<file path="src/logic/hist_pkg.sv">
// --------------------------------------------------
// shared widths, register map and bus structs
// bin address is {color, pixel}, color on top
// NUM_BINS must equal 2**BIN_AW
// register fields are 16 bit, width/height as n-1
// --------------------------------------------------
package hist_pkg;

    localparam int PIX_W    = 8;    // sensor pixel
    localparam int COLOR_W  = 2;    // bayer color
    localparam int BIN_AW   = COLOR_W + PIX_W;
    localparam int NUM_BINS = 1 << BIN_AW;
    localparam int COORD_W  = 16;   // line/pixel coordinates
    localparam int WB_AW    = 11;   // word address
    localparam int WB_DW    = 32;

    // bins sit at word addresses 0..NUM_BINS-1, registers above them
    localparam logic [WB_AW-1:0] REG_LEFT_TOP     = 11'd1024; // top high, left low
    localparam logic [WB_AW-1:0] REG_WIDTH_HEIGHT = 11'd1025; // height_m1 high, width_m1 low
    localparam logic [WB_AW-1:0] REG_CTRL         = 11'd1026; // enable, mono, bayer inv
    localparam logic [WB_AW-1:0] REG_STATUS       = 11'd1027; // state code, read only

    typedef enum logic [2:0] {
        S_CLEAR, // zero sweep after reset
        S_IDLE,
        S_ARMED, // waiting for sof
        S_FRAME,
        S_DONE   // bins readable
    } hist_state_e;

    typedef struct packed {
        logic             sof;   // one cycle before first line
        logic             eof;   // one cycle after last line
        logic             hact;
        logic [PIX_W-1:0] pixel;
    } video_in_t;

    typedef struct packed {
        logic [COORD_W-1:0] left;
        logic [COORD_W-1:0] top;
        logic [COORD_W-1:0] width_m1;
        logic [COORD_W-1:0] height_m1;
    } woi_cfg_t;

    typedef struct packed {
        logic              valid;
        logic [BIN_AW-1:0] bin;
    } bin_hit_t;

    typedef struct packed {
        logic             cyc;
        logic             stb;
        logic             we;
        logic [WB_AW-1:0] adr;
        logic [WB_DW-1:0] dat;
    } wb_req_t;

    typedef struct packed {
        logic             ack;
        logic [WB_DW-1:0] dat;
    } wb_rsp_t;

endpackage

</file>
<file path="src/logic/hist_bin_accum.sv">
// --------------------------------------------------
// read-increment-write pipeline on ram port A
// read at cycle 0, data at 1, write at 2, no stall
// same-bin hits in flight take the forwarded count
// ram port A must be read-first
// --------------------------------------------------
`timescale 1ns/1ps

module hist_bin_accum #(
    parameter int COUNT_W = 18
) (
    input  logic                        pclk,
    input  logic                        hist_rst_pclk,
    input  hist_pkg::bin_hit_t          hit_i,
    input  logic [COUNT_W-1:0]          rd_data_i,
    output logic [hist_pkg::BIN_AW-1:0] rd_addr_o,
    output logic [hist_pkg::BIN_AW-1:0] wr_addr_o,
    output logic                        wr_en_o,
    output logic [COUNT_W-1:0]          wr_data_o
);

    logic                        v1, v2, v3;   // stage valids
    logic [hist_pkg::BIN_AW-1:0] a1, a2, a3;   // stage bins
    logic [COUNT_W-1:0]          d2;           // value being written
    logic [COUNT_W-1:0]          d3;           // value written last cycle
    logic [COUNT_W-1:0]          base;
    logic [COUNT_W-1:0]          next;

    assign rd_addr_o = hit_i.bin;

    // newest matching value wins, ram data may be stale
    always_comb begin
        if (v2 && (a2 == a1))      base = d2; // write still pending
        else if (v3 && (a3 == a1)) base = d3; // written on the same edge as our read
        else                       base = rd_data_i;
    end

    assign next = (&base) ? base : base + 1'b1; // stick at all ones

    assign wr_en_o   = v2;
    assign wr_addr_o = a2;
    assign wr_data_o = d2;

    always_ff @(posedge pclk) begin
        if (hist_rst_pclk) begin
            v1 <= 1'b0;
            v2 <= 1'b0;
            v3 <= 1'b0;
        end else begin
            v1 <= hit_i.valid;
            v2 <= v1;
            v3 <= v2;
        end
        a1 <= hit_i.bin;
        a2 <= a1;
        a3 <= a2;
        d2 <= next;
        d3 <= d2;
    end

endmodule

</file>
<file path="config.mk">
export PLATFORM = sky130hd
export DESIGN_NAME = hist_bin_accum
export DESIGN_NICKNAME = d
export VERILOG_FILES = /design/src/logic/hist_pkg.sv /design/src/logic/hist_bin_accum.sv
export SDC_FILE = /design/constraint.sdc
export NUM_CORES = 1
export LEC_CHECK = 0
export BUFFER_PORTS_ARGS = -buffer_cell sky130_fd_sc_hd__buf_4
export CORE_MARGIN = 2
export CORE_UTILIZATION = 45
export CTS_CLUSTER_DIAMETER = 60
export DETAILED_ROUTE_END_ITERATION = 16
export GPL_ROUTABILITY_DRIVEN = 0
export PLACE_DENSITY = 0.69
export SYNTH_ARGS = -nofsm -noshare
export SYNTH_HDL_FRONTEND = slang
export SYNTH_SLANG_ARGS = --single-unit
</file>
<file path="constraint.sdc">
create_clock -name pclk -period 6.9 [get_ports pclk]
set_clock_uncertainty 0.15 [all_clocks]
set_input_delay 0.69 -clock pclk [delete_from_list [all_inputs] [get_ports pclk]]
set_output_delay 0.69 -clock pclk [all_outputs]
set_load 0.02 [all_outputs]
</file>
==> flow_summary.ini <==
[run_status]
status = finished, final reports clean

[routing]
dr.pass1.iters = 4
wl_per_cell_um = 14.31
antenna_left = 0
num_vias = 2022
drt-total-wl_um = 5709
drcViolationCount = 0
via_per_inst = 5.068
drt_iter0_markers = 90

[placed_design]
detailed_place_hpwl_um = 4349
place_area_um2 = 3309
portBuffers = 69

[global_routing]
grt_pass1_vias = 1931
grt_max_degree = 34
grt_pass1_wl_um = 9349
gr-usage-all-layers = 0.1750
antenna_found_initial = 0
grt-ovfl-total = 0

[setup_path]
r2r-end = wr_data_o[16]$_DFF_P_
r2r_slack_ps = 3420
arrival_ps = 3570
rr_startpoint = a1[7]$_DFF_P_
crit_start = a1[7]$_DFF_P_
required_ps = 6990
end_kind = register
setup.worst_path.class = register to register
crit_fanout = 17
startpoint_type = register
cp-endpoint = wr_data_o[16]$_DFF_P_
r2r_cells = 9

[logic_synthesis]
syn-mean-instance-area_um2 = 11.05
synthTopCellsByArea = dfxtp_1 (49%), xnor2_1 (8.8%), mux2i_1 (4.3%)
syn_area_um2 = 2796
synth_top_area_cell = dfxtp_1
synth_common_cells = dfxtp_1 (69), xnor2_1 (28), nand2_1 (15), nor2_1 (15), mux2i_1 (12)
ys.flop_type = dfxtp_1
synth_edf_count = 0
synth_seq_area_share = 0.4940
ys_types = 50
async_flop_share = 0
ys_ff_latch = 69
synth_most_common_cell = dfxtp_1
synthCells = 253
synth_top_area_frac = 0.4940
yosys_warnings = 0
syn-num-nets = 284

[die]
initial_core_util = 0.4695
io_pins = 70
die_w_um = 82.83
die_h_um = 82.83
rows = 28
core_area_um2 = 5956
die-area_um2 = 6861

[cts]
cts_tree = built
cts_inserted_buffers = 9
clock_latency_ps = 350
post_cts_buffers = 0
root_buffer = clkbuf_8
hold_buffers = 0
ctsResizeCount = 0
clkTransAtPathRegs_ps = 80
clockBufferDepth = 2
cts_sinks = 69
h-tree-depth = 3

[sta]
setup_viol = 0
max_freq_mhz = 287.5
drv_slew = 0
worstMarginPinSlew_ps = 923.1
hold_violations = 0
relSlewSlack = 0.3826
finalCriticalPeriod_ps = 3478
fin_setup_tns_ps = 0
rsz0062_at_grt = no
fin_crit_sh = 0.5041

[layout]
nets = 350
fin_area_um2 = 3508
syn2layout_area_growth_pct = 25.46
drive_gt1_frac = 0.3519
antenna-diode-count = 0

[min_path]
hold_path.class = register to register

[job]
drv_cap = 0

[power]
p_leak_uw = 0.001381
irDropWorstVdd_v = 0.0001866
p_per_area_nw_per_um2 = 247.2
## kinds of logic after synthesis
logic type      share of synthesized area
buf+inv                           0.03937
xor+xnor                           0.1145
compound gates                     0.1092
flops                              0.4940
mux                               0.04698
simple gates                       0.1960
## how the worst min path moves through the flow
stage                      endpoint  cells past startpoint  slack (ps)             startpoint
6_report             d3[15]$_DFF_P_                      0         210  wr_data_o[15]$_DFF_P_
5_1_grt               d3[7]$_DFF_P_                      0         230   wr_data_o[7]$_DFF_P_
4_1_cts              d3[15]$_DFF_P_                      0         220  wr_data_o[15]$_DFF_P_
3_5_place_dp          d3[7]$_DFF_P_                      0         210   wr_data_o[7]$_DFF_P_
3_3_place_gp          d3[7]$_DFF_P_                      0         210   wr_data_o[7]$_DFF_P_
2_1_floorplan  wr_addr_o[0]$_DFF_P_                      0         220          a1[0]$_DFF_P_
## cell type report
class | instances | area [um2]
fillers | 539 | 2447
repair buffers | 70 | 525.5
clock inverters | 7 | 75.07
inverters | 1 | 3.754
multi-input cells | 168 | 1305
flip-flops and latches | 69 | 1381
well taps | 75 | 93.84
clock buffers | 9 | 123.9
## critical path, cell delays in order (launching register included)
cell      delay [ps]
dfxtp_1          340
xnor2_1          250
nand4_2          280
nor3_4           790
a311oi_1         310
nor3b_4          350
nand3_4          180
nor3_2           270
nand3_1          130
mux2_1           320
## power breakdown
| part | switching, uW | internal, uW | leakage, uW |
|---|---|---|---|
| logic | 54.0 | 50.7 | 0.000696 |
| clock network | 155 | 168 | 0.000104 |
| registers | 16.9 | 422 | 0.000582 |
## state kept, by name, indices dropped and copies added, names as in the netlist
signal,cells
d3,18
wr_data_o,18
a1,10
a3,10
wr_addr_o,10
v1,1
v3,1
wr_en_o,1
## placed cells by master, fill, tap and decap left out, types with 4 or more instances in the layout
cell	Yosys	layout
a21oi_1	4	4
nand4_1	10	10
a21oi_2	4	4
nor3_1	6	6
nand3_1	8	8
dfxtp_1	69	69
buf_4	11	70
mux2i_1	12	12
nor2_1	15	15
o21ai_0	6	6
xnor2_1	28	28
a211oi_1	4	4
nand2_1	15	15
clkbuf_8	0	9
## routing by layer
layer	track usage	up-vias	share of wire
met5	0	-	0
met4	0.09687	0	0.024
met3	0.05964	12	0.054
met2	0.2588	49	0.46
met1	0.2233	926	0.46
li1	-	1035	-
## through the flow
stage | util | power (uW) | hold WS [ps] | worst slack [ps] | cells
after detailed placement | 0.5557 | 553.5 | 210.6 | 3393 | 383
after global routing | 0.5891 | 908.8 | 225.5 | 3034 | 399
after CTS | 0.5891 | 879.8 | 219.1 | 3369 | 399
after global placement | 0.5557 | 551.9 | 206.9 | 3511 | 383
final | 0.5891 | 867.2 | 211.7 | 3422 | 399
after floorplan | - | 510.8 | 224.8 | 4067 | 253
(Power assumes the default switching activity.)
