--- config.mk ---
export PLATFORM = sky130hd
export DESIGN_NAME = hist_woi_counter
export DESIGN_NICKNAME = d
export VERILOG_FILES = /design/src/logic/hist_pkg.sv /design/src/logic/hist_woi_counter.sv
export SDC_FILE = /design/constraint.sdc
export NUM_CORES = 1
export LEC_CHECK = 0
export ABC_AREA = 0
export ABC_CLOCK_PERIOD_IN_PS = 10500
export BUFFER_PORTS_ARGS = -buffer_cell sky130_fd_sc_hd__buf_2
export CAP_MARGIN = 0
export CORE_MARGIN = 5
export CORE_UTILIZATION = 55
export CTS_CLUSTER_DIAMETER = 100
export DETAILED_ROUTE_END_ITERATION = 10
export PLACE_DENSITY = 0.92
export SKIP_LAST_GASP = 1
export SLEW_MARGIN = 20
export SYNTH_ARGS = -nofsm -noshare
export SYNTH_HDL_FRONTEND = slang
export SYNTH_SLANG_ARGS = --single-unit
--- constraint.sdc ---
create_clock -name pclk -period 10.5 [get_ports pclk]
set_input_delay 1.575 -clock pclk [delete_from_list [all_inputs] [get_ports pclk]]
set_output_delay 1.575 -clock pclk [all_outputs]
set_load 0.1 [all_outputs]
--- src/logic/hist_pkg.sv ---
// --------------------------------------------------
// shared widths, register map and bus structs
// bin address is {color, pixel}, color on top
// NUM_BINS must equal 2**BIN_AW
// register fields are 16 bit, width/height as n-1
// --------------------------------------------------
package hist_pkg;

    localparam int PIX_W    = 8;    // sensor pixel
    localparam int COLOR_W  = 2;    // bayer color
    localparam int BIN_AW   = COLOR_W + PIX_W;
    localparam int NUM_BINS = 1 << BIN_AW;
    localparam int COORD_W  = 16;   // line/pixel coordinates
    localparam int WB_AW    = 11;   // word address
    localparam int WB_DW    = 32;

    // bins sit at word addresses 0..NUM_BINS-1, registers above them
    localparam logic [WB_AW-1:0] REG_LEFT_TOP     = 11'd1024; // top high, left low
    localparam logic [WB_AW-1:0] REG_WIDTH_HEIGHT = 11'd1025; // height_m1 high, width_m1 low
    localparam logic [WB_AW-1:0] REG_CTRL         = 11'd1026; // enable, mono, bayer inv
    localparam logic [WB_AW-1:0] REG_STATUS       = 11'd1027; // state code, read only

    typedef enum logic [2:0] {
        S_CLEAR, // zero sweep after reset
        S_IDLE,
        S_ARMED, // waiting for sof
        S_FRAME,
        S_DONE   // bins readable
    } hist_state_e;

    typedef struct packed {
        logic             sof;   // one cycle before first line
        logic             eof;   // one cycle after last line
        logic             hact;
        logic [PIX_W-1:0] pixel;
    } video_in_t;

    typedef struct packed {
        logic [COORD_W-1:0] left;
        logic [COORD_W-1:0] top;
        logic [COORD_W-1:0] width_m1;
        logic [COORD_W-1:0] height_m1;
    } woi_cfg_t;

    typedef struct packed {
        logic              valid;
        logic [BIN_AW-1:0] bin;
    } bin_hit_t;

    typedef struct packed {
        logic             cyc;
        logic             stb;
        logic             we;
        logic [WB_AW-1:0] adr;
        logic [WB_DW-1:0] dat;
    } wb_req_t;

    typedef struct packed {
        logic             ack;
        logic [WB_DW-1:0] dat;
    } wb_rsp_t;

endpackage

--- src/logic/hist_woi_counter.sv ---
// --------------------------------------------------
// line/pixel counters, window test, bayer color
// lines count from frame_start, pixels from hact rise
// window bounds are inclusive, left..left+width_m1
// hit follows the windowed pixel by one cycle
// --------------------------------------------------
`timescale 1ns/1ps

module hist_woi_counter (
    input  logic                         pclk,
    input  logic                         hist_rst_pclk,
    input  logic                         frame_start_i,
    input  logic                         window_open_i,
    input  logic                         monochrome_i,
    input  logic [hist_pkg::COLOR_W-1:0] bayer_inv_i,
    input  hist_pkg::woi_cfg_t           cfg_i,
    input  hist_pkg::video_in_t          video_i,
    output hist_pkg::bin_hit_t           hit_o,
    output logic                         frame_end_o
);

    logic                         hact_d;
    logic [hist_pkg::COORD_W-1:0] line_cnt; // index of current line in frame
    logic [hist_pkg::COORD_W-1:0] pix_cnt;  // index of current pixel in line
    logic [hist_pkg::COORD_W:0]   x_last;   // one extra bit, no wrap
    logic [hist_pkg::COORD_W:0]   y_last;
    logic                         line_end;
    logic                         in_win;
    logic [hist_pkg::COLOR_W-1:0] color;

    assign x_last   = {1'b0, cfg_i.left} + {1'b0, cfg_i.width_m1};
    assign y_last   = {1'b0, cfg_i.top} + {1'b0, cfg_i.height_m1};
    assign line_end = hact_d && !video_i.hact;

    assign in_win = window_open_i && video_i.hact
                 && (pix_cnt >= cfg_i.left) && ({1'b0, pix_cnt} <= x_last)
                 && (line_cnt >= cfg_i.top) && ({1'b0, line_cnt} <= y_last);

    // line parity on top, pixel parity below
    assign color = monochrome_i ? '0 : ({line_cnt[0], pix_cnt[0]} ^ bayer_inv_i);

    always_ff @(posedge pclk) begin
        if (hist_rst_pclk) begin
            hact_d      <= 1'b0;
            line_cnt    <= '0;
            pix_cnt     <= '0;
            hit_o.valid <= 1'b0;
            frame_end_o <= 1'b0;
        end else begin
            hact_d  <= video_i.hact;
            pix_cnt <= video_i.hact ? pix_cnt + 1'b1 : '0; // restarts every line

            if (frame_start_i) line_cnt <= '0;
            else if (line_end) line_cnt <= line_cnt + 1'b1;

            hit_o.valid <= in_win;
            // last window line or a short frame cut by eof
            frame_end_o <= window_open_i
                        && (video_i.eof || (line_end && ({1'b0, line_cnt} == y_last)));
        end
        hit_o.bin <= {color, video_i.pixel};
    end

endmodule

==> results of run 1 <==
## synthesized netlist by cell type (6+ instances only)
master and n:
ha_1 98, nor2_1 53, inv_1 47, a21oi_1 45, dfxtp_1 45, nand2_1 37
xor2_1 35, o21ai_0 23, a21o_1 20, nand3_1 18, xnor2_1 17, nand4_1 12
nor2b_1 11, nand2b_1 8, and3_1 7, o211ai_1 7, o21ai_1 7, nor3_1 6
or3_1 6
## power groups by stage
stage / registers, mW / logic [mW] / clock network (mW)
6_report: 0.175 / 0.176 / 0.154
5_1_grt: 0.175 / 0.197 / 0.164
4_1_cts: 0.175 / 0.175 / 0.156
3_5_place_dp: 0.179 / 0.174 / 0
3_3_place_gp: 0.179 / 0.165 / 0
2_1_floorplan: 0.196 / 0.110 / 0
## state kept, by name, indices dropped and copies added, names as in the netlist
| name | cells |
|---|---|
| line_cnt | 16 |
| frame_end_o | 1 |
| pix_cnt | 16 |
| hact_d | 1 |
| hit_o | 11 |
## logic make-up after synthesis
family | after synthesis | share of synthesized area
compound gates | 134 | 0.189
xor+xnor | 52 | 0.101
fa+ha+maj | 100 | 0.282
buf+inv | 52 | 0.0437
flops | 45 | 0.200
mux | 1 | 0.00223
simple gates | 169 | 0.182
## metrics by stage
step / setup slack (ps) / power, mW / hold WS [ps] / cells / util
finish: 5690 / 0.505 / 517 / 753 / 0.643
global route: 5430 / 0.536 / 557 / 753 / 0.643
CTS: 5720 / 0.507 / 526 / 753 / 0.643
detailed placement: 5400 / 0.353 / 495 / 745 / 0.626
global placement: 5540 / 0.344 / 489 / 745 / 0.626
floorplan: 5930 / 0.306 / 459 / 553 / -
## area by class of cell
class,count,area (um2)
Tap cell,105,131
Multi-Input combinational cell,456,3400
Fill cell,691,2890
Inverter,47,176
Clock inverter,3,65.1
Clock buffer,5,68.8
Sequential cell,45,901
Timing Repair Buffer,92,460
## layer usage
metal,track usage,up-vias,routed length [um]
li1,-,2158,-
met2,0.397,102,5440
met1,0.249,2003,4620
met4,0.0580,0,201
met5,0,-,0
met3,0.0403,23,546
## worst max-delay path: cells and delay by family
family / cells / cell delay, ps
XOR/XNOR: 1 / 90
AO/OA/AOI/OAI: 6 / 1290
adder cells (fa/ha/maj): 3 / 910
AND/OR/NAND/NOR: 7 / 1050
buffers and inverters: 1 / 100
## how the worst min path moves through the flow
stage,end,from
after floorplan,pix_cnt[0],pix_cnt[0]
after global placement,pix_cnt[0],pix_cnt[0]
after detailed placement,pix_cnt[0],pix_cnt[0]
after CTS,pix_cnt[0],pix_cnt[0]
after global routing,pix_cnt[0],pix_cnt[0]
final,pix_cnt[0],pix_cnt[0]
==> metrics, run 1 <==
die height=around 100 um; Post-Syn Area per Cell=~8.1 um2; Total Routing Usage GR=0.214; Routed WL=roughly 11000 um; CP arrival=about 5000 ps; Pint=between 0.3 and 0.4 mW; Max Cap Violations=0; Netlist cell types=48; Area Overhead vs Synth=15.7%; Worst Hold Depth=1; Final GP Congestion=0.902; Clock power frac=0.305; final setup TNS=0 ps; ys async rst share=0; HP Class=reg -> reg; TritonRoute pass-1 iters=6; initial antenna violation count=0; clk_skew=about 4.5 ps; n_diodes=0; clk sinks=between 40 and 50; post-synthesis sequential element count=45; die width=~100 um; Setup Viol. Count Final=0; Reg-to-Reg Start=line_cnt[0]; # DRC=0; clock buffer depth=2; top cell type's share of synthesized area=0.273; TritonCTS clock tree=done; Area after DPL=0.00507 mm2; Crit Path Max Fanout=3; fin crit period=4810 ps; Worst-path clk slew=80 ps; Final Cell Area=0.00520 mm2; Worst Setup EP=hit_o[10]; htree depth=2; leak pwr=roughly 2.7 nW; Slew Limit Fails=0; Post-CTS Hold Fix Bufs=0; r2r endpoint=hit_o[10]; Power per Cell Area=between 90 and 100 mW/mm2; Die Area=a little over 0.01 mm2; Post-CTS Setup Bufs=0; Worst path max stage delay=between 400 and 500 ps; vias in the first global route=between 4000 and 5000; post-synth top area cell=ha_1; most common cell after layout, fill and taps aside=ha_1; peak supply drop=roughly 0.00011 V; drt via density=5.69; number of nets in the layout=~830; Ports=94; Logic pwr share=0.349; CP Capture Type=flip-flop; violation count after the first detailed-route iteration=170; required time worst endpoint=10710 ps; sequential power share=0.346; final global-route overflow total=0; most frequent cells in the layout=98 x ha_1, 92 x buf_2, 53 x nor2_1; wire per inst=around 14 um; crit-path cells=buf_2 -> ha_1 -> fa_1 -> a21oi_1 -> o211a_1 -> o31ai_2 -> o41ai_2 -> o21ai_1 -> a21oi_1 -> xor2_1 -> ha_1 -> nand3_1 -> or2_1 -> nor2_1 -> nand4_1 -> nand3_1 -> nor3_1 -> nor4_1; Post-synth EDFFs=0; Core Region=between 0.008 and 0.009 mm2; Root Buffer=clkbuf_8; first-pass GRT wire length=18000 um; switch share=0.326; Worst-Margin Slew=about 600 ps; DR vias=4286; Cell Area, Synth=0.00449 mm2; starting density of the core=0.555; Final Cycle Share=0.458; top cells by area, synth=ha_1 27%, dfxtp_1 20%, xor2_1 6.8%; reg-to-reg slack, setup=8220 ps; largest net degree at the start of global routing=17; Antenna Nets Post-Route=0; Synthesized Nets=735; CP Launch Type=input pin; outcome=finished, final reports clean; final hold viol count=0; HPWL after DPL=a little over 9000 um; Slew HR=0.607; RSZ-0062 raised after global routing=no; std cell rows=33; TritonCTS buffer count=5; Sw Pwr=about 0.16 mW; IO Port Bufs=92; clock latency on the worst-skew pair=approximately 300 ps; critical path's slowest cell=fa_1; Synth Flop Type=dfxtp_1; warnings from Yosys=0; Resize count post-CTS=0; Setup CP Type=in -> reg; layout cell share with drive strength beyond 1=0.162; Post-Syn Instances=553; Critical Path Start=cfg_i[16]; FF-to-FF path depth=9; sequential share of the synthesized area=0.200; fmax=a little over 0.2 GHz
Note: power is estimated with default switching activity, not from simulation.
==> run 2, diff against run 1 <==
- ABC_AREA: 0 -> 1
- ABC_CLOCK_PERIOD_IN_PS: 10500 -> 5000
- clock period: 10.5 -> 5 ns (I/O delays scaled with it)
==> metrics, run 2 <==
# DRC=0 (unchanged); critical path's slowest cell=fa_1; Routed WL=11200 um (+3.7%); std cell rows=33 (unchanged); Critical Path Most Common Cell=nand2_1; clock latency on the worst-skew pair=300 ps (about the same); Area after DPL=0.00524 mm2 (+3.4%); violation count after the first detailed-route iteration=190 (+12%); synth cell count leaders=120 x nand2_1, 98 x ha_1, 95 x inv_1; final hold viol count=0 (unchanged); Setup Viol. Count Final=0 (unchanged); clk sinks=45 (unchanged); Final Cycle Share=0.660; fmax=roughly 0.30 GHz; Crit Path Max Fanout=3 (unchanged); TritonCTS clock tree=done; Cell Area, Synth=0.00465 mm2 (+3.4%); most common cell after layout, fill and taps aside=nand2_1; Power per Cell Area=193 mW/mm2 (+99%); Post-Syn Instances=661 (+20%); sequential share of the synthesized area=0.194 (-0.00664); Post-Syn Area per Cell=7.03 um2 (-13%); DR vias=4649 (+8.5%); Synthesized Nets=843 (+15%); biggest regs=line_cnt x16, pix_cnt x16, hit_o x11; wire per inst=13.0 um (-9.8%); Worst path max stage delay=380 ps (-30 ps); Slew Limit Fails=0 (unchanged); Post-CTS Setup Bufs=0 (unchanged); final setup TNS=0 ps (unchanged); leak pwr=2.81 nW (+5.7%); Worst-path clk slew=80 ps (about the same); initial antenna violation count=0 (unchanged); most instantiated library cell after synthesis=nand2_1; Setup CP Type=in -> reg; most frequent cells in the layout=120 x nand2_1, 98 x ha_1, 95 x inv_1; htree depth=2 (unchanged); CP Launch Type=input pin; Netlist cell types=35 (-27%); fin crit period=3300 ps; HP Class=reg -> reg; vias in the first global route=4707 (+7.1%); Antenna Nets Post-Route=0 (unchanged); IO Port Bufs=92 (unchanged); ys async rst share=0 (unchanged); outcome=finished, final reports clean; Multi-input gate area=0.00337 mm2 (-0.74%); Die Area=0.0104 mm2 (+3.1%); Tot Pwr=1.03 mW (+100%); Root Buffer=clkbuf_8; Final GP Congestion=0.945 (+4.8%); Core Region=0.00822 mm2 (+1.5%); final core utilization=0.651 (+0.00889); Resize count post-CTS=0 (unchanged); peak supply drop=0.000151 V (+42%); Post-CTS Hold Fix Bufs=0 (unchanged); layout cell share with drive strength beyond 1=0.155 (-0.00677); Worst-Margin Slew=798 ps (+209 ps); Ports=94 (unchanged); die height=102 um (+1.5%); final global-route overflow total=0 (unchanged); required time worst endpoint=5240 ps (-5470 ps); number of nets in the layout=941 (+14%); post-synth top area cell=ha_1; clock buffer depth=2 (unchanged); warnings from Yosys=0 (unchanged); Synth Flop Type=dfxtp_1; top cell type's share of synthesized area=0.264 (-0.00903); n_diodes=0 (unchanged); Area Overhead vs Synth=15.2%; post-synthesis sequential element count=45 (unchanged); crit-path cells=buf_2 -> ha_1 -> inv_1 -> fa_1 -> nand3b_1 -> nand2_1 -> a21oi_2 -> o21ai_2 -> a21boi_1 -> o21ai_0 -> xnor2_1 -> ha_1 -> nand2_1 -> nor2_1 -> nor2_1 -> nand3_1 -> nand2_1 -> nand2_1 -> nand2_1 -> nand2_1 -> nand2_1 -> nand2_1 -> nor2_1; clk_skew=9.99 ps (+5.50 ps); top cells by area, synth=ha_1 26%, dfxtp_1 19%, nand2_1 9.7%; Slew HR=0.466 (-0.141); TritonRoute pass-1 iters=5 (-1); CP Capture Type=flip-flop; HPWL after DPL=9570 um (+4.1%); TritonCTS buffer count=5 (unchanged); register area=901 um2 (unchanged); Total Routing Usage GR=0.221 (+0.00668); Final Cell Area=0.00535 mm2 (+2.9%); first-pass GRT wire length=19000 um (+5.9%); Post-synth EDFFs=0 (unchanged); RSZ-0062 raised after global routing=no; largest net degree at the start of global routing=15 (-2); filler instances=729 (+5.5%); Max Cap Violations=0 (unchanged); drt via density=5.37 (-5.6%); die width=102 um (+1.5%); CP arrival=3530 ps (-1490 ps); starting density of the core=0.566 (+0.0104)
run 2: cell type report:
cell class,count,share of cell area
clock inverter,1,0.00561
tap,105,0.0245
clock buffer,7,0.0161
multi-input combinational,516,0.630
sequential,45,0.168
timing repair buffer,92,0.0860
inverter,99,0.0694
run 2: kinds of logic after synthesis:
kind of cell / after synthesis / share of synthesized area
xor gates and xnor gates: 32 / 0.0603
buffers and inverters: 100 / 0.0808
DFF: 45 / 0.194
and+or+nand+nor: 251 / 0.238
AOI/OAI and AO/OA: 133 / 0.155
adders and majority gates: 100 / 0.272
run 2: report_power, final:
group / switching (mW) / leakage (nW) / internal, mW
combinational: 0.237 / 2.38 / 0.145
clock: 0.122 / 0.0585 / 0.163
sequential: 0.00297 / 0.367 / 0.365
total: 0.362 / 2.81 / 0.672
run 2: metal layers:
layer  share of wire  vias up  global-route usage
li1                -     2415                   -
met1            0.41     2064               0.253
met2            0.51      145               0.422
met3           0.059       25              0.0171
met4           0.022        0              0.0848
met5               0        -                   0
run 2: metrics by stage:
stage               setup WS (ps)  std cells  hold WS, ps
detailed placement           1430        857          493
finish                       1700        865          510
global route                 1410        865          537
CTS                          1730        865          509
floorplan                    1840        661          451
global placement             1490        857          466
run 2: path summary, 6_finish.rpt:
path | cells past startpoint | slack (ps) | start | endpoint
max | 23 | 1700 | cfg_i[32] | hit_o[10]
max reg2reg | 8 | 3180 | pix_cnt[0] | pix_cnt[14]
min | 2 | 510 | pix_cnt[15] | pix_cnt[15]
min reg2reg | 2 | 510 | pix_cnt[15] | pix_cnt[15]
run 2: critical path, delay by kind of cell:
| kind | cells | cell delay (ps) |
|---|---|---|
| AND/OR/NAND/NOR | 13 | 1050 |
| XOR/XNOR | 1 | 160 |
| adder cells (fa/ha/maj) | 3 | 810 |
| AO/OA/AOI/OAI | 4 | 620 |
| buffers and inverters | 2 | 150 |
