==> config.mk <==
export PLATFORM = sky130hd
export DESIGN_NAME = hist_wb_regs
export DESIGN_NICKNAME = d
export VERILOG_FILES = /design/src/logic/hist_pkg.sv /design/src/logic/hist_wb_regs.sv
export SDC_FILE = /design/constraint.sdc
export NUM_CORES = 1
export LEC_CHECK = 0
export ABC_CLOCK_PERIOD_IN_PS = 1730
export BUFFER_PORTS_ARGS = -buffer_cell sky130_fd_sc_hd__clkbuf_2
export CELL_PAD_IN_SITES_DETAIL_PLACEMENT = 0
export CELL_PAD_IN_SITES_GLOBAL_PLACEMENT = 1
export CORE_MARGIN = 2
export CORE_UTILIZATION = 32
export DETAILED_ROUTE_END_ITERATION = 7
export PLACE_DENSITY_LB_ADDON = 0.1
export SKIP_LAST_GASP = 1
export SLEW_MARGIN = 20
export SYNTH_ARGS = -nofsm -noshare
export SYNTH_HDL_FRONTEND = slang
export SYNTH_SLANG_ARGS = --single-unit
==> constraint.sdc <==
create_clock -name pclk -period 1.73 [get_ports pclk]
set_input_delay 0.173 -clock pclk [delete_from_list [all_inputs] [get_ports pclk]]
set_output_delay 0.173 -clock pclk [all_outputs]
set_load 0.05 [all_outputs]
==> src/logic/hist_pkg.sv <==
// --------------------------------------------------
// shared widths, register map and bus structs
// bin address is {color, pixel}, color on top
// NUM_BINS must equal 2**BIN_AW
// register fields are 16 bit, width/height as n-1
// --------------------------------------------------
package hist_pkg;

    localparam int PIX_W    = 8;    // sensor pixel
    localparam int COLOR_W  = 2;    // bayer color
    localparam int BIN_AW   = COLOR_W + PIX_W;
    localparam int NUM_BINS = 1 << BIN_AW;
    localparam int COORD_W  = 16;   // line/pixel coordinates
    localparam int WB_AW    = 11;   // word address
    localparam int WB_DW    = 32;

    // bins sit at word addresses 0..NUM_BINS-1, registers above them
    localparam logic [WB_AW-1:0] REG_LEFT_TOP     = 11'd1024; // top high, left low
    localparam logic [WB_AW-1:0] REG_WIDTH_HEIGHT = 11'd1025; // height_m1 high, width_m1 low
    localparam logic [WB_AW-1:0] REG_CTRL         = 11'd1026; // enable, mono, bayer inv
    localparam logic [WB_AW-1:0] REG_STATUS       = 11'd1027; // state code, read only

    typedef enum logic [2:0] {
        S_CLEAR, // zero sweep after reset
        S_IDLE,
        S_ARMED, // waiting for sof
        S_FRAME,
        S_DONE   // bins readable
    } hist_state_e;

    typedef struct packed {
        logic             sof;   // one cycle before first line
        logic             eof;   // one cycle after last line
        logic             hact;
        logic [PIX_W-1:0] pixel;
    } video_in_t;

    typedef struct packed {
        logic [COORD_W-1:0] left;
        logic [COORD_W-1:0] top;
        logic [COORD_W-1:0] width_m1;
        logic [COORD_W-1:0] height_m1;
    } woi_cfg_t;

    typedef struct packed {
        logic              valid;
        logic [BIN_AW-1:0] bin;
    } bin_hit_t;

    typedef struct packed {
        logic             cyc;
        logic             stb;
        logic             we;
        logic [WB_AW-1:0] adr;
        logic [WB_DW-1:0] dat;
    } wb_req_t;

    typedef struct packed {
        logic             ack;
        logic [WB_DW-1:0] dat;
    } wb_rsp_t;

endpackage

==> src/logic/hist_wb_regs.sv <==
// --------------------------------------------------
// wishbone classic slave, registers and bin readout
// register access acks 1 cycle later, bins 2 cycles
// bins read only in S_DONE/S_IDLE, else 0 and kept
// writes to bins are acked and dropped
// --------------------------------------------------
`timescale 1ns/1ps

module hist_wb_regs #(
    parameter int COUNT_W = 18
) (
    input  logic                         pclk,
    input  logic                         hist_rst_pclk,
    input  hist_pkg::wb_req_t            wb_i,
    output hist_pkg::wb_rsp_t            wb_o,
    input  hist_pkg::hist_state_e        state_i,
    input  logic [COUNT_W-1:0]           b_rd_data_i,
    output logic                         b_re_o,
    output logic [hist_pkg::BIN_AW-1:0]  b_addr_o,
    output hist_pkg::woi_cfg_t           cfg_o,
    output logic                         enable_o,
    output logic                         monochrome_o,
    output logic [hist_pkg::COLOR_W-1:0] bayer_inv_o
);

    logic                       ack_q;
    logic [hist_pkg::WB_DW-1:0] dat_q;
    logic                       bin_pend_q; // bin read waiting on ram
    logic                       bin_ok_q;
    logic                       start;
    logic                       bin_rd;
    logic                       bin_ok;
    logic [hist_pkg::WB_DW-1:0] reg_rdata;

    // new request only once the previous ack is gone
    assign start  = wb_i.cyc && wb_i.stb && !ack_q && !bin_pend_q;
    assign bin_rd = start && !wb_i.we && (wb_i.adr < hist_pkg::NUM_BINS);
    assign bin_ok = (state_i == hist_pkg::S_DONE) || (state_i == hist_pkg::S_IDLE);

    assign b_re_o   = bin_rd && bin_ok;
    assign b_addr_o = wb_i.adr[hist_pkg::BIN_AW-1:0];
    assign wb_o     = '{ack: ack_q, dat: dat_q};

    always_comb begin
        case (wb_i.adr)
            hist_pkg::REG_LEFT_TOP:     reg_rdata = {cfg_o.top, cfg_o.left};
            hist_pkg::REG_WIDTH_HEIGHT: reg_rdata = {cfg_o.height_m1, cfg_o.width_m1};
            hist_pkg::REG_CTRL: begin
                reg_rdata = hist_pkg::WB_DW'({bayer_inv_o, monochrome_o, enable_o});
            end
            hist_pkg::REG_STATUS:       reg_rdata = hist_pkg::WB_DW'(state_i);
            default:                    reg_rdata = '0; // unmapped reads as 0
        endcase
    end

    always_ff @(posedge pclk) begin
        if (hist_rst_pclk) begin
            ack_q        <= 1'b0;
            bin_pend_q   <= 1'b0;
            cfg_o        <= '0;
            enable_o     <= 1'b0;
            monochrome_o <= 1'b0;
            bayer_inv_o  <= '0;
        end else begin
            ack_q      <= (start && !bin_rd) || bin_pend_q; // one cycle pulse
            bin_pend_q <= bin_rd;
            if (start && wb_i.we) begin
                case (wb_i.adr)
                    hist_pkg::REG_LEFT_TOP:     {cfg_o.top, cfg_o.left} <= wb_i.dat;
                    hist_pkg::REG_WIDTH_HEIGHT: {cfg_o.height_m1, cfg_o.width_m1} <= wb_i.dat;
                    hist_pkg::REG_CTRL: begin
                        {bayer_inv_o, monochrome_o, enable_o} <= wb_i.dat[3:0];
                    end
                    default: ; // status and bins read only
                endcase
            end
        end
    end

    always_ff @(posedge pclk) begin
        bin_ok_q <= bin_ok;
        if (bin_pend_q) begin
            dat_q <= bin_ok_q ? hist_pkg::WB_DW'(b_rd_data_i) : '0; // zero extend count
        end else if (start) begin
            dat_q <= wb_i.we ? '0 : reg_rdata;
        end
    end

endmodule

==> qor.csv, run 1 <==
metric;value;unit
initial antenna violation count;0;
dpl cell area;5520;sq um
Slowest-stage cell, CP;dfxtp_1;
First DRT Iteration DRCs;271;
Pwr Density;857;nW/um^2
worst slew pin tran;0.447;ns
FF+latch count, synth;103;
area of the core;13800;sq um
Starting Density;32.6;%
Setup CP Type;reg2out;
CP Launch Type;flop;
Mapped Avg Cell Area;9.25;sq um
clock root buffer;clkbuf_16;
status;finished, final reports clean;
CTS buffer count;9;
Clock H-tree levels;3;
Synthesized Nets;554;
Die ar.;15000;sq um
Yosys warning total;0;
FMAX;0.604;GHz
first-pass GRT wire length;21.8;mm
placed insts;810;
Tmin final;1.66;ns
Synth area leaders;dfxtp_1 (32%), edfxtp_1 (21%), o21ai_0 (7.5%);
total track usage;19.0;%
post-synth top area share;31.7;%
Reg clk slew, reported paths;0.07;ns
clk sinks;103;
Slew HR;70.2;%
max-slew violations;0;
Die X;122;microns
Max FO, Critical Path;4;
worst clock skew;0.00720;ns
crit-path cells;nand3b_1 -> buf_4 -> nor2_1 -> nand2_1 -> nor3_2 -> buf_6;
share of layout cells above drive strength 1;35.7;%
cell family contributing the most delay on the critical path;simple AND/OR/NAND/NOR gates;
RD Place Congestion;0.806;
Max Buffers Root-to-Sink;2;
final critical-path share of the clock period;95.8;%
Fillers;1451;
Crit path largest cell delay;0.31;ns
final non-filler cell area;5810;sq um
Final TNS setup;0;ns
Reg area;2380;sq um
nets;711;
DRC;0;
Non-Filler Instances;827;
Mapped Area;4490;sq um
register area share after synthesis;53.1;%
Syn Inst Count;485;
worst setup margin;0.0731;ns
Routed WL;14.4;mm
vias per std cell;5.18;
Area Overhead vs Synth;29.6;%
I/O pins;181;
vias in the first global route;4011;
CTS hold repair buffers;0;
Die Y;122;microns
Max Cap Viol;0;
pin count of the biggest net entering global routing;65;
IO buf count;180;
Critical Path Sink Type;primary output;
Std-Cell Rows;43;
HP Class;in2reg;
antenna-violating nets left;0;
TritonRoute pass-1 iters;5;
ant diodes;0;
VDD IR max;416;uV
routed via count;4286;
CP Buf/Inv Count;2;
overall power;4.98;mW
Worst-Skew Late Latency;0.35;ns
WL/cell;17.4;microns
final hold vios;0;
largest area contributor in the netlist;dfxtp_1;
GRT overflow;0;
CP arrival;1.48;ns
Req. time, crit path;1.56;ns
multi-input logic area;1790;sq um
post-synthesis cell type count;29;
pre-CTS WS;0.0236;ns
RSZ-0062 raised after global routing;yes;
CTS tree;done;
LEAKAGE;2.24;nW
Final HPWL DP;9.91;mm
# setup viols final;0;
==> power by group <==
part           switching [mW]  internal [mW]  total [mW]
combinational           0.371          0.137       0.508
sequential             0.0125           2.53        2.54
clock                   0.915           1.02        1.93
total                    1.30           3.68        4.98
==> worst reg2reg max path, cell delays in order (launching register included) <==
cell and delay, ns:
dfxtp_1 0.31, nand3b_1 0.17, or3b_2 0.51, buf_12 0.21, o21ai_0 0.23, a21oi_1 0.08
==> final cells by class <==
type                       count  share of cell area, %
sequential                   103                   41.0
clock inverter                 5                  0.560
tap                          180                   3.87
multi-input combinational    323                   30.7
clock buffer                  11                   4.18
timing repair buffer         205                   19.7
==> synth_stat cells <==
library cell and number:
o41ai_1 1, nor3_1 2, o21ai_0 67, and3_1 1
and2_1 2, nand2_1 19, nor4b_4 2, nand3b_1 1
nor2_1 25, nor3b_1 1, clkbuf_1 25, mux2i_1 5
a22oi_1 31, buf_4 13, dfxtp_1 71, mux2_2 3
and4_1 1, o21ai_1 14, xnor2_1 1, buf_6 6
nand2b_1 9, a22o_1 3, edfxtp_1 32, nand3_1 66
or3b_1 1, a21oi_1 65, buf_2 15, nor2b_1 1
nand4_1 2
==> registers in the layout (all words and copies together), names as in the netlist <==
signal / flops
ack_q: 1
bayer_inv_o: 2
bin_ok_q: 1
bin_pend_q: 1
cfg_o: 64
dat_q: 32
enable_o: 1
monochrome_o: 1
==> per-stage QoR <==
| step | utilization [%] | hold slack [ns] |
|---|---|---|
| 2_1_floorplan | - | 0.245 |
| 3_3_place_gp | 40.1 | 0.390 |
| 3_5_place_dp | 40.1 | 0.393 |
| 4_1_cts | 42.1 | 0.0186 |
| 5_1_grt | 42.2 | 0.0188 |
| 6_report | 42.2 | 0.0228 |
==> cells in the final DEF (no fill, tap or decap), types with 3 or more instances in the layout <==
cell,synthesis,final
clkbuf_2,0,179
dfxtp_1,71,71
nand3_1,66,66
a21oi_1,65,65
o21ai_0,67,65
edfxtp_1,32,32
a22oi_1,31,31
nor2_1,25,25
buf_4,13,21
nand2_1,19,19
o21ai_1,14,16
clkbuf_16,0,9
nand2b_1,9,8
mux2i_1,5,5
buf_12,0,4
mux2_2,3,3
a22o_1,3,3
==> per-layer routing <==
metal,global-route usage [%],wire [microns],share of wire (%),vias up
li1,-,-,-,2070
met4,7.18,249,1.7,0
met5,0,0,0,-
met1,25.3,6380,44,2066
met3,4.23,843,5.9,16
met2,30.1,6910,48,134
==> what timing repair did <==
item                                    4_1_cts  5_1_grt
buffers inserted                              0        1
gates cloned                                  0        0
pin swaps                                     0        1
endpoints found under the setup margin        1        7
gates resized for setup                       1        4
==> kinds of logic after synthesis <==
group | count (synthesis) | share of synthesized area (%)
and+or+nand+nor | 133 | 15.1
xor gates and xnor gates | 1 | 0.195
buffers and inverters | 59 | 7.45
AOI/OAI and AO/OA | 181 | 22.3
muxes | 8 | 1.87
DFF | 103 | 53.1
==> worst paths after layout <==
kind	from	endpoint	slack, ns	depth (start not counted)
min	state_i[1]	bin_ok_q	0.02	2
min reg2reg	cfg_o[60]	cfg_o[60]	0.49	2
max reg2reg	ack_q	cfg_o[46]	0.10	5
max	ack_q	b_re_o	0.07	6
No activity file was read; power rests on OpenSTA's default activity.
==> run 2: changes to the inputs <==
--- a/config.mk
+++ b/config.mk
@@ -15,2 +15,3 @@
 export PLACE_DENSITY_LB_ADDON = 0.1
+export RECOVER_POWER = 25
 export SKIP_LAST_GASP = 1
--- a/constraint.sdc
+++ b/constraint.sdc
@@ -3,2 +3,2 @@
 set_output_delay 0.173 -clock pclk [all_outputs]
-set_load 0.05 [all_outputs]
+set_load 0.02 [all_outputs]
==> qor.csv, run 2 (same netlist as run 1, synthesis figures left out) <==
metric;value;unit
VDD IR max;349;uV
Max Cap Viol;0;
Area Overhead vs Synth;30.9;%
pin count of the biggest net entering global routing;38;
area of the core;13800;sq um
Tmin final;1.62;ns
Largest register FFs;64;
clk sinks;103;
post-layout util;42.6;%
Pwr Density;834;nW/um^2
FMAX;0.618;GHz
commonest non-fill, non-tap cell in the layout;clkbuf_2;
share of layout cells above drive strength 1;27.0;%
Reg clk slew, reported paths;0.07;ns
Biggest register;cfg_o;
clock root buffer;clkbuf_16;
flop-to-flop setup slack;0.11;ns
antenna-violating nets left;0;
RR Endpoint;bayer_inv_o[0];
Final HPWL DP;9.83;mm
Max Buffers Root-to-Sink;2;
TritonRoute pass-1 iters;5;
worst clock skew;0.00654;ns
Clock H-tree levels;3;
routed via count;4291;
max-slew violations;0;
final hold vios;0;
worst slew pin tran;0.345;ns
vias per std cell;5.15;
first-pass GRT wire length;21.6;mm
status;finished, final reports clean;
Max FO, Critical Path;4;
RSZ-0062 raised after global routing;no;
Min Hold Slack;0.0704;ns
Routed WL;14.3;mm
Critical Path Sink Type;flop;
HP Class;in2reg;
Die ar.;15000;sq um
Critical Path End;bayer_inv_o[0];
Setup CP Type;reg2reg;
GRT overflow;0;
Non-Filler Instances;833;
IO buf count;180;
DRC;0;
initial antenna violation count;0;
Slew HR;76.9;%
placed insts;815;
nets;717;
CP Launch Type;flop;
Worst-Skew Late Latency;0.34;ns
final critical-path share of the clock period;93.5;%
CTS buffer count;9;
Die X;122;microns
First DRT Iteration DRCs;325;
total track usage;18.7;%
worst setup path start;ack_q;
worst setup margin;0.112;ns
Std-Cell Rows;43;
WL/cell;17.2;microns
RD Place Congestion;0.824;
I/O pins;181;
LEAKAGE;2.10;nW
ant diodes;0;
cells on worst reg2reg path;6;
most frequent cells in the layout;clkbuf_2 (120), dfxtp_1 (71), o21ai_0 (67);
pre-CTS WS;-0.0492;ns
CTS tree;done;
Die Y;122;microns
reg2reg start;ack_q;
Req. time, crit path;1.96;ns
CP arrival;1.84;ns
vias in the first global route;3935;
Largest regs;cfg_o (64), dat_q (32), bayer_inv_o (2);
Fillers;1428;
Starting Density;32.6;%
# setup viols final;0;
## run 2: changes by cell type in the layout (fill, tap and decap cells not counted), sizes merged
cell	change
inv	-2
clkinv	+1
dlygate4sd3	+1
buf	+5
clkinvlp	-1
clkbuf	+2
## run 2: worst max-delay path, stage by stage (launching register included)
cell and delay, ns:
dfxtp_1 0.31, nand3b_1 0.23, buf_4 0.19, nor3b_4 0.15, buf_4 0.16, nand4_1 0.26, mux2i_1 0.20
## run 2: worst min path at each step
| stage | start | end | slack (ns) | cells after the start |
|---|---|---|---|---|
| 6_report | wb_i[15] | cfg_o[31] | 0.07 | 3 |
| 5_1_grt | wb_i[17] | cfg_o[1] | 0.08 | 3 |
| 4_1_cts | wb_i[15] | cfg_o[31] | 0.06 | 3 |
| 3_5_place_dp | state_i[1] | bin_ok_q | 0.37 | 2 |
| 3_3_place_gp | state_i[1] | bin_ok_q | 0.37 | 2 |
| 2_1_floorplan | state_i[1] | bin_ok_q | 0.25 | 1 |
## run 2: layout make-up
class                   instances  area (sq um)  area share, %
clock buffers                  13           260           4.43
multi-input cells             323          1790           30.6
repair buffers                211          1190           20.3
clock inverters                 3          18.8          0.320
flip-flops and latches        103          2380           40.6
well taps                     180           225           3.84
## run 2: metal layers
| layer | global-route usage (%) | part of all wire, % | vias up |
|---|---|---|---|
| li1 | - | - | 2074 |
| met1 | 26.3 | 46 | 2051 |
| met2 | 28.6 | 46 | 150 |
| met3 | 3.35 | 6.6 | 16 |
| met4 | 6.75 | 1.4 | 0 |
| met5 | 0 | 0 | - |
## run 2: power breakdown
group          internal, mW  switching, mW
Combinational         0.144          0.255
Sequential             2.53         0.0116
Clock                  1.06          0.902
## run 2: per-stage QoR
| step | setup TNS [ns] | cell area (sq um) | power, mW |
|---|---|---|---|
| final | 0 | 5870 | 4.90 |
| after global routing | 0 | 5870 | 5.06 |
| after CTS | 0 | 5930 | 4.95 |
| after detailed placement | -0.306 | 5630 | 3.00 |
| after global placement | 0 | 5630 | 3.00 |
| after floorplan | 0 | 4490 | 2.79 |
## run 2: timing repair
action	CTS	global route
pin swaps	0	1
hold buffers	1	0
endpoints found under the hold margin	1	0
setup endpoints to repair	17	54
resized for setup	1	4
setup buffers	0	1
==> run 3: changes to the inputs <==
Settings changed: CORE_ASPECT_RATIO from default to 0.9.
==> qor.csv, run 3 (same netlist as run 1, synthesis figures left out) <==
metric;value;unit
Die X;129;microns
Clock H-tree levels;3;
post-CTS setup buffers;0;
Final HPWL DP;9.64;mm
Req. time, crit path;1.94;ns
VDD IR max;416;uV
area of the core;13900;sq um
Gate power share;7.9;%
GRT overflow;0;
share of layout cells above drive strength 1;26.3;%
final hold vios;0;
antenna-violating nets left;0;
cts repair resizes;0;
Non-Filler Instances;814;
Hold Path End;bin_ok_q;
Tmin final;1.62;ns
Biggest register;cfg_o;
nets;707;
commonest non-fill, non-tap cell in the layout;clkbuf_2;
GR peak layer;met2;
Psw;1.15;mW
Max Cap Viol;0;
Worst-Skew Late Latency;0.34;ns
overall power;4.76;mW
Largest register FFs;64;
flop-to-flop setup slack;0.11;ns
max-slew violations;0;
clk sinks;103;
FMAX;0.619;GHz
Crit path largest cell delay;0.51;ns
Cell Int Power;3.62;mW
DRC;0;
Max FO, Critical Path;64;
worst clock skew;0.00641;ns
worst slew pin tran;0.376;ns
Critical Path Sink Type;flop;
vias per std cell;5.32;
CTS buffer count;9;
Setup CP Type;reg2reg;
Starting Density;32.4;%
status;finished, final reports clean;
# setup viols final;0;
Worst Hold Path Cells;2;
Die ar.;15000;sq um
HP Class;in2reg;
TritonRoute pass-1 iters;7;
routed via count;4331;
cell family contributing the most delay on the critical path;simple AND/OR/NAND/NOR gates;
CP arrival;1.83;ns
Routed WL;14.4;mm
met2 usage in global routing;28.8;%
I/O pins;181;
most frequent cells in the layout;clkbuf_2 (122), dfxtp_1 (71), a21oi_1 (65), nand3_1 (65), o21ai_0 (63);
pin count of the biggest net entering global routing;65;
worst setup margin;0.114;ns
LEAKAGE;2.03;nW
crit-path cells;nand3b_1 -> or3b_2 -> buf_12 -> o21ai_0 -> a21oi_1;
IO buf count;180;
reg2reg start;ack_q;
RR Endpoint;cfg_o[7];
Slowest-stage cell, CP;or3b_2;
first-pass GRT wire length;22.0;mm
Reg clk slew, reported paths;0.07;ns
sequential power share;53.3;%
total track usage;18.9;%
pre-CTS WS;0.0555;ns
ant diodes;0;
Slew HR;74.9;%
Sw Ratio;24.1;%
Area Overhead vs Synth;27.6;%
Die Y;116;microns
WL/cell;17.6;microns
CTS tree;done;
clock share of power;38.7;%
Pwr Density;832;nW/um^2
CP Launch Type;flop;
Std-Cell Rows;41;
hold wc startpoint;state_i[1];
met1 usage;27.3;%
CTS hold repair buffers;0;
met3 Resource Use GR;4.21;%
First DRT Iteration DRCs;388;
Largest regs;cfg_o (64), dat_q (32), bayer_inv_o (2);
initial antenna violation count;0;
clock root buffer;clkbuf_16;
CP Buf/Inv Count;1;
Max Buffers Root-to-Sink;2;
placed insts;799;
cells on worst reg2reg path;5;
final critical-path share of the clock period;93.4;%
RD Place Congestion;0.766;
RSZ-0062 raised after global routing;yes;
vias in the first global route;4013;
-- run 3: changes by cell type in the layout (fill, tap and decap cells not counted), sizes merged --
cell and delta:
clkinv -1, dlygate4sd3 -1, clkbuf -2, clkinvlp +2
buf -9
-- run 3: how the worst max path moves through the flow --
stage                   from   endpoint  slack, ns  depth (start not counted)
floorplan              ack_q   dat_q[0]       0.05                          2
global placement    wb_i[38]  dat_q[11]       0.09                          6
detailed placement  wb_i[33]  dat_q[17]       0.06                          6
CTS                    ack_q     b_re_o       0.03                          6
global route           ack_q     b_re_o      -0.02                          6
finish                 ack_q   cfg_o[7]       0.11                          5
-- run 3: final cells by class --
type,count,area (sq um)
clock buffer,11,233
multi-input combinational,323,1790
clock inverter,4,25.0
tap,172,215
timing repair buffer,201,1080
fill,1462,8120
sequential,103,2380
-- run 3: power by group through the flow --
stage                     registers (mW)  clock network [mW]  logic [mW]
after floorplan                     2.65                   0       0.143
after global placement              2.60                   0       0.387
after detailed placement            2.60                   0       0.389
after CTS                           2.54                1.90       0.390
after global routing                2.54                1.98       0.407
final                               2.54                1.85       0.378
-- run 3: layer usage --
metal / wire [microns] / vias to the layer above
met5: 0 / -
met4: 157 / 0
met3: 964 / 12
met2: 6470 / 176
met1: 6760 / 2080
li1: - / 2063
-- run 3: through the flow --
stage / utilization [%] / setup TNS (ns) / area (sq um) / hold slack, ns
final: 41.3 / 0 / 5730 / 0.0355
after global routing: 41.3 / -0.0425 / 5730 / 0.0312
after CTS: 41.8 / 0 / 5790 / 0.00478
after detailed placement: 39.9 / 0 / 5530 / 0.380
after global placement: 39.9 / 0 / 5530 / 0.379
after floorplan: - / 0 / 4490 / 0.245
